<file path="src/design/cache_pkg.sv">
package cache_pkg;

   //////////////////////////////////////////////////////////////////////
   // Widths
   //////////////////////////////////////////////////////////////////////
   localparam int addr_w     = 16;                     // Byte address of cache space
   localparam int data_w     = 32;
   localparam int nbytes     = data_w / 8;             // Strobe and wb_sel width
   localparam int byte_w     = 2;                      // Byte offset bits
   localparam int index_w    = 4;                      // 16 lines
   localparam int tag_w      = addr_w - index_w - byte_w;
   localparam int nlines     = 1 << index_w;
   localparam int wadr_w     = addr_w - byte_w;        // Wishbone word address
   localparam int cnt_w      = 16;                     // Hit/miss counters
   localparam int ctrl_sel_w = 2;

   // Control register selects, one word apart
   localparam logic [ctrl_sel_w-1:0] ctrl_hits       = 2'd0;
   localparam logic [ctrl_sel_w-1:0] ctrl_misses     = 2'd1;
   localparam logic [ctrl_sel_w-1:0] ctrl_invalidate = 2'd2;
   localparam logic [ctrl_sel_w-1:0] ctrl_clear      = 2'd3;

   // FSM state encoding
   localparam int          state_w   = 2;
   localparam logic [1:0]  st_idle   = 2'd0;
   localparam logic [1:0]  st_lookup = 2'd1;        // Tag compare
   localparam logic [1:0]  st_bus    = 2'd2;        // Wishbone access in flight
   localparam logic [1:0]  st_done   = 2'd3;        // Answer after ack

   // Front address word, seen as cache address or as control select
   typedef union packed {
      struct packed {
         logic [tag_w-1:0]   tag;
         logic [index_w-1:0] index;
         logic [byte_w-1:0]  offset;
      } mem;
      struct packed {
         logic [addr_w-ctrl_sel_w-byte_w-1:0] rsvd;   // Ignored
         logic [ctrl_sel_w-1:0]               sel;
         logic [byte_w-1:0]                   offset;
      } ctrl;
   } cache_addr_u;

endpackage

</file>
<file path="src/design/cache_front_end.sv">
module cache_front_end
   (
   input  logic                               clk,
   input  logic                               reset,
   // Front port, MSB of addr selects control space
   input  logic [cache_pkg::addr_w:0]         addr,
   input  logic [cache_pkg::data_w-1:0]       wdata,
   input  logic [cache_pkg::nbytes-1:0]       wstrb,
   input  logic                               valid,
   output logic                               ready,
   output logic [cache_pkg::data_w-1:0]       rdata,
   // Cache memory side
   output logic                               req_valid,
   output cache_pkg::cache_addr_u             req_addr,
   output logic [cache_pkg::data_w-1:0]       req_wdata,
   output logic [cache_pkg::nbytes-1:0]       req_wstrb,
   input  logic                               data_ready,
   input  logic [cache_pkg::data_w-1:0]       data_rdata,
   // Cache control side
   output logic                               ctrl_valid,
   output logic [cache_pkg::ctrl_sel_w-1:0]   ctrl_sel,
   output logic                               ctrl_write,
   input  logic                               ctrl_ready,
   input  logic [cache_pkg::data_w-1:0]       ctrl_rdata
   );

   logic busy;        // One request in flight
   logic accept;
   logic sel_ctrl;    // Select bit of incoming address

   assign sel_ctrl = addr[cache_pkg::addr_w];
   assign accept   = valid & ~busy;

   //////////////////////////////////////////////////////////////////////
   // Handshake and steering
   //////////////////////////////////////////////////////////////////////
   always_ff @(posedge clk or posedge reset)
   begin
      if (reset)
      begin
         busy       <= 1'b0;
         req_valid  <= 1'b0;
         ctrl_valid <= 1'b0;
      end
      else
      begin
         req_valid  <= accept & ~sel_ctrl;    // Single-cycle pulses
         ctrl_valid <= accept & sel_ctrl;
         if (accept)
            busy <= 1'b1;
         else if (ready)
            busy <= 1'b0;                     // Either side answered
      end
   end

   // Registered copy of the request, held until the next acceptance
   always_ff @(posedge clk)
   begin
      if (accept)
      begin
         req_addr  <= addr[cache_pkg::addr_w-1:0];
         req_wdata <= wdata;
         req_wstrb <= wstrb;
      end
   end

   // Same register decoded as control select
   assign ctrl_sel   = req_addr.ctrl.sel;
   assign ctrl_write = |req_wstrb;            // Any strobe means write

   // Merge answers, at most one ready per cycle
   assign ready = data_ready | ctrl_ready;
   assign rdata = ctrl_ready ? ctrl_rdata : data_rdata;

endmodule

</file>
<file path="src/design/cache_fsm.sv">
module cache_fsm
   (
   input  logic                               clk,
   input  logic                               reset,
   // Request from front end
   input  logic                               req_valid,
   input  cache_pkg::cache_addr_u             req_addr,
   input  logic [cache_pkg::data_w-1:0]       req_wdata,
   input  logic [cache_pkg::nbytes-1:0]       req_wstrb,
   output logic                               data_ready,
   output logic [cache_pkg::data_w-1:0]       data_rdata,
   // Store access
   output logic [cache_pkg::index_w-1:0]      rd_index,
   output logic                               wr_en,
   output logic [cache_pkg::index_w-1:0]      wr_index,
   output logic [cache_pkg::tag_w-1:0]        wr_tag,
   output logic [cache_pkg::nbytes-1:0]       wr_strb,
   output logic [cache_pkg::data_w-1:0]       wr_data,
   output logic                               set_valid,
   input  logic [cache_pkg::tag_w-1:0]        rd_tag,
   input  logic                               rd_valid,
   input  logic [cache_pkg::data_w-1:0]       rd_data,
   // Counter events
   output logic                               hit,
   output logic                               miss,
   // Wishbone classic master
   output logic                               wb_cyc,
   output logic                               wb_stb,
   output logic                               wb_we,
   output logic [cache_pkg::wadr_w-1:0]       wb_adr,
   output logic [cache_pkg::data_w-1:0]       wb_dat_o,
   output logic [cache_pkg::nbytes-1:0]       wb_sel,
   input  logic [cache_pkg::data_w-1:0]       wb_dat_i,
   input  logic                               wb_ack
   );

   logic [cache_pkg::state_w-1:0] state;
   logic [cache_pkg::data_w-1:0]  fill_q;     // Word returned by memory
   logic                          is_write;
   logic                          tag_match;
   logic                          in_lookup;
   logic                          in_done;

   assign is_write  = |req_wstrb;
   assign tag_match = rd_valid && (rd_tag == req_addr.mem.tag);
   assign in_lookup = (state == cache_pkg::st_lookup);
   assign in_done   = (state == cache_pkg::st_done);

   //////////////////////////////////////////////////////////////////////
   // State register
   //////////////////////////////////////////////////////////////////////
   always_ff @(posedge clk or posedge reset)
   begin
      if (reset)
         state <= cache_pkg::st_idle;
      else
      begin
         case (state)
            cache_pkg::st_idle:
               if (req_valid)
                  state <= cache_pkg::st_lookup;
            cache_pkg::st_lookup:
               if (!is_write && tag_match)
                  state <= cache_pkg::st_idle;    // Read hit answered here
               else
                  state <= cache_pkg::st_bus;     // Refill or write-through
            cache_pkg::st_bus:
               if (wb_ack)
                  state <= cache_pkg::st_done;    // Wait out slave stalls
            default:
               state <= cache_pkg::st_idle;
         endcase
      end
   end

   always_ff @(posedge clk)
   begin
      if (wb_cyc && wb_ack)
         fill_q <= wb_dat_i;
   end

   // Lookup results
   assign hit  = in_lookup & tag_match;
   assign miss = in_lookup & ~tag_match;

   assign data_ready = (in_lookup & tag_match & ~is_write) | in_done;
   assign data_rdata = in_done ? fill_q : rd_data;

   //////////////////////////////////////////////////////////////////////
   // Store control
   //////////////////////////////////////////////////////////////////////
   assign rd_index  = req_addr.mem.index;      // Read issued while idle
   assign wr_index  = req_addr.mem.index;
   assign wr_tag    = req_addr.mem.tag;
   assign set_valid = in_done & ~is_write;     // Line fill after refill
   assign wr_en     = (in_lookup & tag_match & is_write) | set_valid;
   assign wr_strb   = set_valid ? {cache_pkg::nbytes{1'b1}} : req_wstrb;
   assign wr_data   = set_valid ? fill_q : req_wdata;

   // Single access, fields stable from the held request
   assign wb_cyc   = (state == cache_pkg::st_bus);
   assign wb_stb   = wb_cyc;
   assign wb_we    = is_write;
   assign wb_adr   = req_addr[cache_pkg::addr_w-1:cache_pkg::byte_w];
   assign wb_dat_o = req_wdata;
   assign wb_sel   = is_write ? req_wstrb : {cache_pkg::nbytes{1'b1}};

endmodule

</file>
<file path="src/design/cache_store.sv">
module cache_store
   (
   input  logic                               clk,
   input  logic                               reset,
   input  logic [cache_pkg::index_w-1:0]      rd_index,
   input  logic                               wr_en,
   input  logic [cache_pkg::index_w-1:0]      wr_index,
   input  logic [cache_pkg::tag_w-1:0]        wr_tag,
   input  logic [cache_pkg::nbytes-1:0]       wr_strb,
   input  logic [cache_pkg::data_w-1:0]       wr_data,
   input  logic                               set_valid,
   input  logic                               inv_all,
   output logic [cache_pkg::tag_w-1:0]        rd_tag,
   output logic                               rd_valid,
   output logic [cache_pkg::data_w-1:0]       rd_data
   );

   logic [cache_pkg::tag_w-1:0]  tag_mem  [cache_pkg::nlines];
   logic [cache_pkg::data_w-1:0] data_mem [cache_pkg::nlines];
   logic [cache_pkg::nlines-1:0] valid_q;    // One bit per line

   //////////////////////////////////////////////////////////////////////
   // Valid bits
   //////////////////////////////////////////////////////////////////////
   always_ff @(posedge clk or posedge reset)
   begin
      if (reset)
      begin
         valid_q  <= '0;
         rd_valid <= 1'b0;
      end
      else
      begin
         rd_valid <= valid_q[rd_index];
         if (inv_all)
            valid_q <= '0;                     // Invalidate wins
         else if (wr_en && set_valid)
            valid_q[wr_index] <= 1'b1;
      end
   end

   // Tag and data arrays
   always_ff @(posedge clk)
   begin
      rd_tag  <= tag_mem[rd_index];            // Synchronous read
      rd_data <= data_mem[rd_index];
      if (wr_en)
         tag_mem[wr_index] <= wr_tag;
      for (int b = 0; b < cache_pkg::nbytes; b++)
      begin
         if (wr_en && wr_strb[b])
            data_mem[wr_index][b*8 +: 8] <= wr_data[b*8 +: 8];
      end
   end

endmodule

</file>
<file path="src/design/cache_ctrl.sv">
module cache_ctrl
   (
   input  logic                               clk,
   input  logic                               reset,
   input  logic                               ctrl_valid,
   input  logic [cache_pkg::ctrl_sel_w-1:0]   ctrl_sel,
   input  logic                               ctrl_write,
   input  logic                               hit,
   input  logic                               miss,
   output logic                               ctrl_ready,
   output logic [cache_pkg::data_w-1:0]       ctrl_rdata,
   output logic                               inv_all
   );

   logic [cache_pkg::cnt_w-1:0] hits_q;
   logic [cache_pkg::cnt_w-1:0] misses_q;
   logic                        do_clear;

   assign do_clear = ctrl_valid & ctrl_write & (ctrl_sel == cache_pkg::ctrl_clear);

   //////////////////////////////////////////////////////////////////////
   // Saturating counters and command pulses
   //////////////////////////////////////////////////////////////////////
   always_ff @(posedge clk or posedge reset)
   begin
      if (reset)
      begin
         hits_q     <= '0;
         misses_q   <= '0;
         ctrl_ready <= 1'b0;
         inv_all    <= 1'b0;
      end
      else
      begin
         ctrl_ready <= ctrl_valid;             // Answer one cycle later
         inv_all    <= ctrl_valid & ctrl_write & (ctrl_sel == cache_pkg::ctrl_invalidate);
         if (do_clear)
         begin
            hits_q   <= '0;
            misses_q <= '0;
         end
         else
         begin
            if (hit && hits_q != '1)
               hits_q <= hits_q + 1'b1;        // Stick at max
            if (miss && misses_q != '1)
               misses_q <= misses_q + 1'b1;
         end
      end
   end

   // Read data, zero extended; writes answer zero
   always_ff @(posedge clk)
   begin
      ctrl_rdata <= '0;
      if (ctrl_valid && !ctrl_write && ctrl_sel == cache_pkg::ctrl_hits)
         ctrl_rdata <= {{(cache_pkg::data_w-cache_pkg::cnt_w){1'b0}}, hits_q};
      else if (ctrl_valid && !ctrl_write && ctrl_sel == cache_pkg::ctrl_misses)
         ctrl_rdata <= {{(cache_pkg::data_w-cache_pkg::cnt_w){1'b0}}, misses_q};
   end

endmodule

</file>
<file path="src/design/cache_top.sv">
module cache_top
   (
   input  logic                               clk,
   input  logic                               reset,
   // Front port
   input  logic [cache_pkg::addr_w:0]         addr,
   input  logic [cache_pkg::data_w-1:0]       wdata,
   input  logic [cache_pkg::nbytes-1:0]       wstrb,
   input  logic                               valid,
   output logic                               ready,
   output logic [cache_pkg::data_w-1:0]       rdata,
   // Wishbone master to memory
   output logic                               wb_cyc,
   output logic                               wb_stb,
   output logic                               wb_we,
   output logic [cache_pkg::wadr_w-1:0]       wb_adr,
   output logic [cache_pkg::data_w-1:0]       wb_dat_o,
   output logic [cache_pkg::nbytes-1:0]       wb_sel,
   input  logic [cache_pkg::data_w-1:0]       wb_dat_i,
   input  logic                               wb_ack
   );

   // Front end to FSM
   logic                             req_valid;
   cache_pkg::cache_addr_u           req_addr;
   logic [cache_pkg::data_w-1:0]     req_wdata;
   logic [cache_pkg::nbytes-1:0]     req_wstrb;
   logic                             data_ready;
   logic [cache_pkg::data_w-1:0]     data_rdata;
   // Front end to control
   logic                             ctrl_valid;
   logic [cache_pkg::ctrl_sel_w-1:0] ctrl_sel;
   logic                             ctrl_write;
   logic                             ctrl_ready;
   logic [cache_pkg::data_w-1:0]     ctrl_rdata;
   // FSM to store
   logic [cache_pkg::index_w-1:0]    rd_index;
   logic                             wr_en;
   logic [cache_pkg::index_w-1:0]    wr_index;
   logic [cache_pkg::tag_w-1:0]      wr_tag;
   logic [cache_pkg::nbytes-1:0]     wr_strb;
   logic [cache_pkg::data_w-1:0]     wr_data;
   logic                             set_valid;
   logic [cache_pkg::tag_w-1:0]      rd_tag;
   logic                             rd_valid;
   logic [cache_pkg::data_w-1:0]     rd_data;
   // Events and commands
   logic                             hit;
   logic                             miss;
   logic                             inv_all;

   //////////////////////////////////////////////////////////////////////
   // Blocks
   //////////////////////////////////////////////////////////////////////
   cache_front_end i_cache_front_end
      (
      .clk        (clk),
      .reset      (reset),
      .addr       (addr),
      .wdata      (wdata),
      .wstrb      (wstrb),
      .valid      (valid),
      .ready      (ready),
      .rdata      (rdata),
      .req_valid  (req_valid),
      .req_addr   (req_addr),
      .req_wdata  (req_wdata),
      .req_wstrb  (req_wstrb),
      .data_ready (data_ready),
      .data_rdata (data_rdata),
      .ctrl_valid (ctrl_valid),
      .ctrl_sel   (ctrl_sel),
      .ctrl_write (ctrl_write),
      .ctrl_ready (ctrl_ready),
      .ctrl_rdata (ctrl_rdata)
      );

   cache_fsm i_cache_fsm
      (
      .clk        (clk),
      .reset      (reset),
      .req_valid  (req_valid),
      .req_addr   (req_addr),
      .req_wdata  (req_wdata),
      .req_wstrb  (req_wstrb),
      .data_ready (data_ready),
      .data_rdata (data_rdata),
      .rd_index   (rd_index),
      .wr_en      (wr_en),
      .wr_index   (wr_index),
      .wr_tag     (wr_tag),
      .wr_strb    (wr_strb),
      .wr_data    (wr_data),
      .set_valid  (set_valid),
      .rd_tag     (rd_tag),
      .rd_valid   (rd_valid),
      .rd_data    (rd_data),
      .hit        (hit),
      .miss       (miss),
      .wb_cyc     (wb_cyc),
      .wb_stb     (wb_stb),
      .wb_we      (wb_we),
      .wb_adr     (wb_adr),
      .wb_dat_o   (wb_dat_o),
      .wb_sel     (wb_sel),
      .wb_dat_i   (wb_dat_i),
      .wb_ack     (wb_ack)
      );

   cache_store i_cache_store
      (
      .clk        (clk),
      .reset      (reset),
      .rd_index   (rd_index),
      .wr_en      (wr_en),
      .wr_index   (wr_index),
      .wr_tag     (wr_tag),
      .wr_strb    (wr_strb),
      .wr_data    (wr_data),
      .set_valid  (set_valid),
      .inv_all    (inv_all),
      .rd_tag     (rd_tag),
      .rd_valid   (rd_valid),
      .rd_data    (rd_data)
      );

   cache_ctrl i_cache_ctrl
      (
      .clk        (clk),
      .reset      (reset),
      .ctrl_valid (ctrl_valid),
      .ctrl_sel   (ctrl_sel),
      .ctrl_write (ctrl_write),
      .hit        (hit),
      .miss       (miss),
      .ctrl_ready (ctrl_ready),
      .ctrl_rdata (ctrl_rdata),
      .inv_all    (inv_all)
      );

endmodule

</file>
<file path="config.mk">
export PLATFORM = sky130hd
export DESIGN_NAME = cache_top
export DESIGN_NICKNAME = d
export VERILOG_FILES = /design/src/design/cache_pkg.sv /design/src/design/cache_front_end.sv /design/src/design/cache_fsm.sv /design/src/design/cache_store.sv /design/src/design/cache_ctrl.sv /design/src/design/cache_top.sv
export SDC_FILE = /design/constraint.sdc
export NUM_CORES = 1
export LEC_CHECK = 0
export BUFFER_PORTS_ARGS = -buffer_cell sky130_fd_sc_hd__buf_2
export CORE_MARGIN = 4
export CORE_UTILIZATION = 50
export CTS_BUF_LIST = sky130_fd_sc_hd__clkbuf_4 sky130_fd_sc_hd__clkbuf_8
export DETAILED_ROUTE_END_ITERATION = 7
export PLACE_DENSITY = 0.67
export SYNTH_ARGS = -nofsm -noshare
export SYNTH_HDL_FRONTEND = slang
export SYNTH_SLANG_ARGS = --single-unit
</file>
<file path="constraint.sdc">
create_clock -name clk -period 4.8 [get_ports clk]
set_clock_uncertainty 0.2 [all_clocks]
set_input_delay 0.96 -clock clk [delete_from_list [all_inputs] [get_ports clk]]
set_output_delay 0.96 -clock clk [all_outputs]
set_load 0.05 [all_outputs]
</file>
Yosys cells after proc, flatten, opt, wreduce, memory -nomap -nowiden
Memories as Yosys holds them, arrays and structs flattened. A register that Yosys moved wholly into a read port is not among the register bits. Index checks and enable logic that the tools add are counted.

Word-level logic and storage cells: 108. Memory bits (writable): 672. Output and inout bits: 86. Register bits: 172. Input bits: 89. Memories kept: 2.

Equal/unequal tests: 11. Reductions and logical operators: 23. $lt $le $gt $ge: 2. Multiplexer cells: 33. Bitwise gates (word level): 19. $add $sub $neg: 2.

Memories: i_cache_store.data_mem (words 16, bits a word 32, rd ports 1, clocked after Yosys merged registers in 1, wr ports 1, RTL line cache_store.sv:19) `logic [cache_pkg::data_w-1:0] data_mem [cache_pkg::nlines];`; i_cache_store.tag_mem (words 16, bits a word 10, rd ports 1, clocked after Yosys merged registers in 1, wr ports 1, RTL line cache_store.sv:18) `logic [cache_pkg::tag_w-1:0] tag_mem [cache_pkg::nlines];`.

Operator list (count): $mux W16 (8); $mux W32 (3); $add A16 B1 Y16 const B (2); $ne A16 B16 Y1 const B (2); $or A16 B16 Y16 (1); $logic_and A1 B1 Y1 (14); $mux W1 (14); $and A1 B1 Y1 (11); $eq A10 B10 Y1 (1); $eq A2 B2 Y1 const B (4); $mux W4 (2); $reduce_bool A2 Y1 (4); $mux W2 (3); $pmux W2 S3 (1); $lt A4 B5 Y1 const B (1); $bmux W1 S4 (1); $demux W1 S4 (1); $eq A2 B1 Y1 const B (2); $ge A4 B1 Y1 const B (1); $logic_not A2 Y1 (2); $ne A2 B2 Y1 const B (2); $not A1 Y1 (4); $reduce_or A4 Y1 (1); $or A1 B1 Y1 (3); 2 further kinds (2).

Longest topological paths before layout
Gate-level depths: netlist (run 1).

Depth after elaboration: 8. Gate-level depth with buffers: 9. Mapped depth without buffers: 7.

Modules after synthesis
A second synthesis (run 1) with hierarchy kept.

Cell total of the unflattened synthesis: 1791. Area, all modules: 34574.4 um2.

By module, submodules not included: cache_store (area an instance 27197.3 um2, times used 1, cells each 1228); cache_fsm (area an instance 2671.3 um2, times used 1, cells each 211); cache_ctrl (area an instance 2468.6 um2, times used 1, cells each 251); cache_front_end (area an instance 2237.1 um2, times used 1, cells each 101).

Worst setup path after synthesis (run 1)
No wires, ideal clock.

Path kind: input -> register. From: in valid. To: reg i_cache_front_end.req_addr[10] in the netlist's numbering (enable). Setup slack: 0.886 ns. Data required time: 4.133 ns. Arrival: 3.247 ns. Stages: 1. Cell sequence: nor2b_1.

Longest elaborated chain between the ends: 1.

RTL lines: from (decl) (RTL line cache_top.sv:9) `input logic valid,`; $and A1 B1 Y1 (RTL line cache_front_end.sv:32) `assign accept = valid & ~busy;`; to (signal assigned) (RTL line cache_front_end.sv:61) `req_addr <= addr[cache_pkg::addr_w-1:0];`; to (decl) (RTL line cache_front_end.sv:14) `output cache_pkg::cache_addr_u req_addr,`.

Every way passes these cells. A chain may end at the register's enable or synchronous reset.

Final worst setup path (run 1)
From: reg i_cache_front_end.req_addr[10] in the netlist's numbering. To: out ready.

Longest elaborated chain between the ends: 6.

RTL lines: $eq A10 B10 Y1 (RTL line cache_fsm.sv:45) `assign tag_match = rd_valid && (rd_tag == req_addr.mem.tag);`; $logic_and A1 B1 Y1 (RTL line cache_fsm.sv:45); $and A1 B1 Y1 (2 in a row) (RTL line cache_fsm.sv:86) `assign data_ready = (in_lookup & tag_match & ~is_write) | in_done;`; $or A1 B1 Y1 (RTL line cache_fsm.sv:86); $or A1 B1 Y1 (RTL line cache_front_end.sv:72) `assign ready = data_ready | ctrl_ready;`; to (decl) (RTL line cache_top.sv:10) `output logic ready,`.

Every way passes these cells.

==> flow_summary.toml, run 1 <==
[status]
status = "complete, no violations"

[timing]
slew_violations = 0
tightest_slew_ns = 1.22
rsz0062_at_grt = "no"
max_freq_ghz = 0.220
max_slew_margin_pct = 18.2
finalHoldViolCount = 0
period_share_pct = 94.5
whs_ns = 0.141
fin_crit_ns = 4.54
finalSetupTns_ns = 0
finalSetupViolCount = 0

[logic_synthesis]
avgSynthCellArea_um2 = 19.4
ys_warn_count = 0
synth_edf_count = 754
netlist_area_mm2 = 0.0333
synth.net_count = 1813
yosysUniqueCellTypes = 47
synth-seq-cells = 868
synth_top_flop_cell = "edfxtp_1"
syn_inst = 1722
async_flop_share_pct = 6.45
ys_seq_area_share_pct = 75.6

[floorplan]
die_height_um = 266
initial_utilization_pct = 50.5
fp.dieW_um = 266
core_mm2 = 0.0660
ios = 175
die_area_mm2 = 0.0709
num_rows = 94

[cts]
hold_buffers = 0
cts_max_level = 4
cts_buffers = 142
root_buffer = "clkbuf_8"
cts_buffer_depth = 3
clock_sinks = 868
clk_latency_ns = 0.77
cts_tree = "built"
cts_setup_buffers = 0
post_cts_resized = 0
clkSlewWorstSetupHoldPaths_ns = 0.06

[power_and_ir_drop]
vdd_drop_max_mv = 0.308
clockPowerShare_pct = 35.1
p_sw_mw = 4.91
swShare_pct = 27.2
p_per_area_mw_per_mm2 = 469
leakagePower_nw = 13.4
power_frac_seq_pct = 49.6
internal_power_mw = 13.2
combPwrFrac_pct = 15.3

[critical_path]
critPathMaxStageDelay_ns = 0.64
critPathTopFamily = "simple AND/OR/NAND/NOR gates"
ff2ff_setup_slack_ns = 0.93
worstPathCellList = "xnor2_1, nand3_1, or3_1, nor2_1, o21ai_0, nand2_1, buf_2"
critical_path_buf_inv_count = 1
required_ns = 3.64
arrival_ns = 3.38
r2r_cells = 9
slowest_stage = "edfxtp_1"
critical_path_class = "flip-flop to output port"
cp_max_fo = 18
cp-start-kind = "flip-flop"
startpoint = "i_cache_front_end.req_addr[10]"
crit-reg2reg-launch = "i_cache_front_end.req_addr[10]"
r2r_end = "i_cache_store.data_mem[6][23]"
cp-end-kind = "output port"

[grt]
grt_pass1_wl_mm = 108
antenna_found_initial = 4
grt.overflow.total = 0
grt_max_degree = 93
first_global_vias = 17673
track_usage_pct = 20.6

[place]
io_buffers = 172
hpwl_mm = 45.4
gp_congestion = 0.791

[layout]
multiInputGateArea_mm2 = 0.00766
mostFrequentLayoutCell = "edfxtp_1"
area_growth_pct = 15.6
fillers = 4891
final_cell_mix = "edfxtp_1, mux4_2, buf_2"
register_area_mm2 = 0.0252
drive_above_1_share_pct = 34.9
nets = 2146

[worst_hold_path]
holdCritPathClass = "primary input to asynchronous set/reset pin"

[detailed_routing]
final_antenna_net_count = 0
drc = 0
wl_per_cell_um = 23.5
viasPerCell = 5.61
vias = 17016
finalWirelength_mm = 71.4
drt_iter0_markers = 1434
drt-pass1-iter-count = 5

[run]
cap_violations = 0
flip-flops by register name (all words and copies together) (netlist names), 2 cells and up:
signal,flops
i_cache_ctrl.hits_q,16
i_cache_front_end.req_addr,14
i_cache_store.valid_q,16
i_cache_store.data_mem,512
i_cache_front_end.req_wdata,32
i_cache_front_end.req_wstrb,4
i_cache_ctrl.ctrl_rdata,16
i_cache_store.rd_tag,10
i_cache_store.tag_mem,160
i_cache_fsm.state,2
i_cache_store.rd_data,32
i_cache_fsm.fill_q,32
i_cache_ctrl.misses_q,16
final cells by class:
cell class,count,share of cell area [%]
multi-input cells,752,19.9
flip-flops and latches,868,65.4
well taps,864,2.80
inverters,5,0.0487
clock buffers,217,6.76
repair buffers,286,4.49
diodes,2,0.0130
clock inverters,39,0.620
cells by family after synthesis:
logic type / Yosys count / synth area share (%)
XOR/XNOR: 36 / 0.946
AO/OA/AOI/OAI: 91 / 1.67
flip-flops: 868 / 75.6
buffers and inverters: 102 / 1.50
AND/OR/NAND/NOR: 391 / 5.16
multiplexers: 232 / 15.0
adder cells (fa/ha/maj): 2 / 0.0751
metal layers:
layer | up-vias | wire length [um] | track usage [%] | part of all wire [%]
met5 | - | 18 | 0 | 0.025
met4 | 4 | 1190 | 6.10 | 1.7
met3 | 100 | 5180 | 5.44 | 7.3
met2 | 626 | 36200 | 33.7 | 51
met1 | 8789 | 28800 | 27.6 | 40
li1 | 7497 | - | - | -
synth_stat cells (all sizes together), types with 13 or more instances:
| master | number | area (um^2) |
|---|---|---|
| o21ai | 30 | 150 |
| dfrtp | 56 | 1400 |
| a21oi | 38 | 190 |
| nand2 | 172 | 648 |
| edfxtp | 754 | 22600 |
| nor2 | 132 | 498 |
| mux2i | 17 | 170 |
| clkbuf | 53 | 199 |
| dfxtp | 58 | 1160 |
| xnor2 | 24 | 210 |
| nor3 | 15 | 85.1 |
| buf | 44 | 283 |
| and3 | 16 | 100 |
| nand3 | 13 | 70.1 |
| a22o | 16 | 140 |
| mux4 | 215 | 4840 |
how the worst max path moves through the flow:
stage / end / depth (start not counted) / slack, ns
after floorplan: i_cache_front_end.req_addr[10] / 1 / 0.89
after global placement: i_cache_store.data_mem[7][22] / 6 / 0.98
after detailed placement: i_cache_store.data_mem[7][22] / 6 / 0.83
after CTS: ready / 7 / 0.07
after global routing: ready / 7 / 0.14
final: ready / 7 / 0.26
stage by stage:
step / instance area [um^2] / total power, mW / setup slack [ns] / util (%) / std cells
final: 38500 / 18.1 / 0.263 / 58.4 / 3033
after global routing: 38500 / 18.8 / 0.136 / 58.4 / 3033
after CTS: 38500 / 18.3 / 0.0662 / 58.4 / 3029
after detailed placement: 35700 / 11.9 / 0.830 / 54.1 / 2773
after global placement: 35700 / 11.8 / 0.982 / 54.1 / 2773
after floorplan: 33300 / 11.1 / 0.886 / - / 1722
power groups by stage:
| stage | Sequential (mW) | Combinational (mW) | Clock, mW |
|---|---|---|---|
| floorplan | 9.20 | 1.87 | 0 |
| global placement | 9.09 | 2.74 | 0 |
| detailed placement | 9.10 | 2.79 | 0 |
| CTS | 8.95 | 2.79 | 6.51 |
| global route | 8.98 | 2.95 | 6.88 |
| finish | 8.95 | 2.77 | 6.34 |
worst register-to-register path: stages (launching register included):
cell and delay [ns]:
edfxtp_1 0.64, xnor2_1 0.28, nand3_1 0.37, nor4_4 0.34, buf_4 0.26, a21o_1 0.17
nand2_1 0.50, buf_4 0.42, nor2_1 0.18, buf_4 0.20
(Power assumes the default switching activity.)
==> run 2, diff against run 1 <==
--- a/config.mk
+++ b/config.mk
@@ -7,10 +7,11 @@
 export LEC_CHECK = 0
 export BUFFER_PORTS_ARGS = -buffer_cell sky130_fd_sc_hd__buf_2
 export CORE_MARGIN = 4
-export CORE_UTILIZATION = 50
+export CORE_UTILIZATION = 52
 export CTS_BUF_LIST = sky130_fd_sc_hd__clkbuf_4 sky130_fd_sc_hd__clkbuf_8
 export DETAILED_ROUTE_END_ITERATION = 7
-export PLACE_DENSITY = 0.67
+export PLACE_DENSITY = 0.69
+export SLEW_MARGIN = 15
 export SYNTH_ARGS = -nofsm -noshare
 export SYNTH_HDL_FRONTEND = slang
 export SYNTH_SLANG_ARGS = --single-unit
==> flow_summary.toml, run 2 (synthesized netlist as in run 1, its figures left out) <==
[status]
status = "complete, no violations"

[detailed_routing]
drt_iter0_markers = 1618
vias = 16778
drt-pass1-iter-count = 5
drc = 0
finalWirelength_mm = 70.4
viasPerCell = 5.68
final_antenna_net_count = 0
wl_per_cell_um = 23.8

[cts]
root_buffer = "clkbuf_8"
clkSlewWorstSetupHoldPaths_ns = 0.06
cts_setup_buffers = 0
post_cts_resized = 0
hold_buffers = 0
cts_buffers = 140
clock_sinks = 868
clk_latency_ns = 0.77
cts_max_level = 4
cts_buffer_depth = 3
cts_tree = "built"

[place]
gp_congestion = 0.799
io_buffers = 172
place_inst = 2698
hpwl_mm = 44.4

[grt]
grt_pass1_wl_mm = 106
grt.overflow.total = 0
use_met2_pct = 32.0
use_met1_pct = 30.4
first_global_vias = 17322
use_met3_pct = 5.09
grt_max_degree = 104
track_usage_pct = 21.2
antenna_found_initial = 1
grt_most_used_layer = "met2"

[power_and_ir_drop]
vdd_drop_max_mv = 0.361
leakagePower_nw = 13.1
p_per_area_mw_per_mm2 = 474

[layout]
max_flop_register = "i_cache_store.data_mem"
fin_cells = 2953
nets = 2085
fillers = 4551
final_cell_mix = "edfxtp_1, mux4_2, buf_2"
register_area_mm2 = 0.0252
multiInputGateArea_mm2 = 0.00767
largest_reg_flops = 512
mostFrequentLayoutCell = "edfxtp_1"
drive_above_1_share_pct = 33.6
top_regs = "i_cache_store.data_mem x512, i_cache_store.tag_mem x160"
area_growth_pct = 14.3

[critical_path]
r2r_cells = 7
crit-reg2reg-launch = "i_cache_front_end.req_addr[8]"
critical_path_class = "flip-flop to output port"
r2r_end = "i_cache_store.data_mem[3][14]"
worstPathCellList = "xnor2_1, nand4_1, or3_1, nor2_1, o21ai_0, nand2_1, buf_2"
required_ns = 3.64
cp-end-kind = "output port"
cp_max_fo = 18
ff2ff_setup_slack_ns = 0.79
slowest_stage = "edfxtp_1"
critPathMaxStageDelay_ns = 0.60
cp-start-kind = "flip-flop"
arrival_ns = 3.17

[timing]
whs_ns = 0.113
max_slew_margin_pct = 23.0
finalSetupTns_ns = 0
slew_violations = 0
finalHoldViolCount = 0
finalSetupViolCount = 0
rsz0062_at_grt = "no"
max_freq_ghz = 0.231
fin_crit_ns = 4.33
period_share_pct = 90.3
tightest_slew_ns = 1.15

[floorplan]
fp.dieW_um = 261
ios = 175
core_mm2 = 0.0633
initial_utilization_pct = 52.7
die_area_mm2 = 0.0682
die_height_um = 261
num_rows = 92

[run]
cap_violations = 0

[worst_hold_path]
holdCritPathClass = "primary input to asynchronous set/reset pin"
==> run 2: changes by cell type in the layout (fill, tap and decap cells not counted), moves of 2 or more <==
cell        before  now
clkinvlp_4       3    5
nor3_2           2    5
clkinv_2         9    7
clkinv_1        22   16
buf_4          113   51
nor3_1          13   10
buf_12           1    4
inv_6            2    6
==> run 2: final cells by class <==
type	count	area share [%]
Inverter	5	0.0492
Tap cell	846	2.78
Timing Repair Buffer	227	3.47
Multi-Input combinational cell	752	20.1
Sequential cell	868	66.1
Clock inverter	37	0.624
Clock buffer	217	6.82
Antenna cell	1	0.00657
==> run 2: worst max-delay path by stage <==
stage	from	endpoint	slack, ns	depth (start not counted)
after floorplan	valid	i_cache_front_end.req_addr[10]	0.89	1
after global placement	i_cache_front_end.req_addr[8]	i_cache_store.data_mem[3][15]	0.90	7
after detailed placement	i_cache_front_end.req_addr[8]	i_cache_store.data_mem[3][15]	0.80	7
after CTS	i_cache_front_end.req_addr[8]	ready	0.33	7
after global routing	i_cache_front_end.req_addr[8]	ready	0.18	7
final	i_cache_front_end.req_addr[8]	ready	0.47	7
==> run 2: metrics by stage <==
step	utilization (%)	area (um^2)	setup WS [ns]	total power [mW]
finish	60.2	38100	0.466	18.1
detailed placement	55.7	35300	0.800	11.9
floorplan	-	33300	0.886	11.1
global route	60.2	38100	0.181	18.8
global placement	55.7	35300	0.901	11.9
CTS	60.2	38100	0.334	18.3
==> run 2: report_power, final <==
group          switching, mW  leakage (nW)  internal [mW]
Combinational           1.91          3.57          0.883
Sequential             0.238          8.05           8.71
Clock                   2.80          1.51           3.51
==> run 2: metal layers <==
layer | part of all wire (%) | wire [um] | vias up
met2 | 47 | 32900 | 687
li1 | - | - | 7386
met5 | 0 | 0 | -
met3 | 8.2 | 5760 | 110
met4 | 3.0 | 2130 | 0
met1 | 42 | 29600 | 8595
==> run 2: worst max-delay path, delay by kind of cell, from the launching register on <==
kind / cells / cell delay [ns]
xor+xnor: 1 / 0.27
simple gates: 4 / 1.13
buf+inv: 1 / 0.28
flops: 1 / 0.60
compound gates: 1 / 0.12
==> run 3, diff against run 2 <==
--- a/config.mk
+++ b/config.mk
@@ -10,6 +10,7 @@
 export CORE_UTILIZATION = 52
 export CTS_BUF_LIST = sky130_fd_sc_hd__clkbuf_4 sky130_fd_sc_hd__clkbuf_8
 export DETAILED_ROUTE_END_ITERATION = 7
+export MAX_ROUTING_LAYER = met4
 export PLACE_DENSITY = 0.69
 export SLEW_MARGIN = 15
 export SYNTH_ARGS = -nofsm -noshare
==> flow_summary.toml, run 3 (synthesized netlist as in run 1, its figures left out) <==
[detailed_routing]
final_antenna_net_count = 0
wl_per_cell_um = 23.9
viasPerCell = 5.69
drc = 0
drt_iter0_markers = 1461
finalWirelength_mm = 70.5
vias = 16799
drt-pass1-iter-count = 5

[grt]
track_usage_pct = 21.8
antenna_found_initial = 1
first_global_vias = 17326
grt_max_degree = 104
grt.overflow.total = 0
grt_pass1_wl_mm = 106

[critical_path]
required_ns = 3.64
cp.depth = 7
critPathTopFamily = "simple AND/OR/NAND/NOR gates"
cp_max_fo = 18
r2r_end = "i_cache_store.data_mem[3][14]"
cp-end-kind = "output port"
critPathMaxStageDelay_ns = 0.59
endpoint = "ready"
slowest_stage = "edfxtp_1"
critical_path_buf_inv_count = 1
startpoint = "i_cache_front_end.req_addr[8]"
critical_path_class = "flip-flop to output port"
arrival_ns = 3.18
ff2ff_setup_slack_ns = 0.76
cp-start-kind = "flip-flop"
crit-reg2reg-launch = "i_cache_front_end.req_addr[8]"
r2r_cells = 7
worstPathCellList = "xnor2_1, nand4_1, or3_1, nor2_1, o21ai_0, nand2_1, buf_2"

[timing]
max_freq_ghz = 0.230
rsz0062_at_grt = "no"
period_share_pct = 90.4
finalSetupTns_ns = 0
finalHoldViolCount = 0
tightest_slew_ns = 1.15
finalSetupViolCount = 0
slew_violations = 0
max_slew_margin_pct = 23.6
fin_crit_ns = 4.34

[layout]
largest_reg_flops = 512
nets = 2085
max_flop_register = "i_cache_store.data_mem"
area_growth_pct = 14.3
top_regs = "i_cache_store.data_mem x512, i_cache_store.tag_mem x160"
final_cell_mix = "edfxtp_1, mux4_2, buf_2"
multiInputGateArea_mm2 = 0.00767
register_area_mm2 = 0.0252
drive_above_1_share_pct = 33.6
post-route-util_pct = 60.2
mostFrequentLayoutCell = "edfxtp_1"
fillers = 4551

[cts]
hold_buffers = 0
clock_sinks = 868
post_cts_resized = 0
cts_buffers = 140
root_buffer = "clkbuf_8"
clkSlewWorstSetupHoldPaths_ns = 0.06
clk_latency_ns = 0.77
cts_tree = "built"
cts_buffer_depth = 3
cts_setup_buffers = 0
cts_max_level = 4

[power_and_ir_drop]
p_per_area_mw_per_mm2 = 474
leakagePower_nw = 13.1
vdd_drop_max_mv = 0.358

[floorplan]
core_mm2 = 0.0633
initial_utilization_pct = 52.7
die_area_mm2 = 0.0682
die_height_um = 261
ios = 175
num_rows = 92
fp.dieW_um = 261

[place]
hpwl_mm = 44.4
gp_congestion = 0.810
io_buffers = 172

[status]
status = "complete, no violations"

[worst_hold_path]
holdCritPathClass = "primary input to asynchronous set/reset pin"

[run]
cap_violations = 0
run 3: cell counts in the layout (fill, tap and decap cells not counted):
Identical to the previous run, type by type.
run 3: how the worst min path moves through the flow:
stage / from / cells after the start / end
detailed placement: i_cache_front_end.ctrl_valid / 0 / i_cache_ctrl.ctrl_ready
floorplan: i_cache_front_end.ctrl_valid / 0 / i_cache_ctrl.ctrl_ready
finish: reset / 2 / i_cache_ctrl.misses_q[1]
global placement: i_cache_front_end.ctrl_valid / 0 / i_cache_ctrl.ctrl_ready
CTS: reset / 2 / i_cache_ctrl.misses_q[2]
global route: wb_dat_i[17] / 1 / i_cache_fsm.fill_q[17]
run 3: worst reg2reg max path: cells and delay by family (launching register included):
family | cells | cell delay (ns)
AOI/OAI and AO/OA | 1 | 0.50
xor gates and xnor gates | 1 | 0.28
buffers and inverters | 1 | 0.44
DFF | 1 | 0.59
and+or+nand+nor | 4 | 1.65
run 3: where the power goes:
group	internal [mW]	total, mW	switching [mW]
registers	8.71	8.95	0.239
clock network	3.51	6.32	2.80
logic	0.883	2.79	1.91
run 3: per-layer routing:
layer | track usage, % | up-vias | wire length, um | part of all wire, %
met5 | - | - | 0 | 0
met4 | 8.42 | 0 | 1920 | 2.7
met3 | 4.80 | 108 | 5990 | 8.5
met2 | 32.0 | 715 | 33100 | 47
met1 | 30.6 | 8592 | 29400 | 42
li1 | - | 7384 | - | -
run 3: area by class of cell:
cell class	instances	share of cell area (%)
flip-flops and latches	868	66.1
multi-input cells	752	20.1
clock buffers	217	6.82
repair buffers	227	3.47
well taps	846	2.78
clock inverters	37	0.624
inverters	5	0.0492
diodes	1	0.00657
run 3: per-stage QoR:
step                cell area [um^2]  hold slack, ns  total power, mW  cells  setup slack [ns]
floorplan                      33300           0.179             11.1   1722             0.886
global placement               35300           0.230             11.9   2698             0.901
detailed placement             35300           0.229             11.9   2698             0.800
CTS                            38100          0.0697             18.3   2952             0.334
global route                   38100           0.106             18.8   2953             0.180
finish                         38100           0.116             18.1   2953             0.459
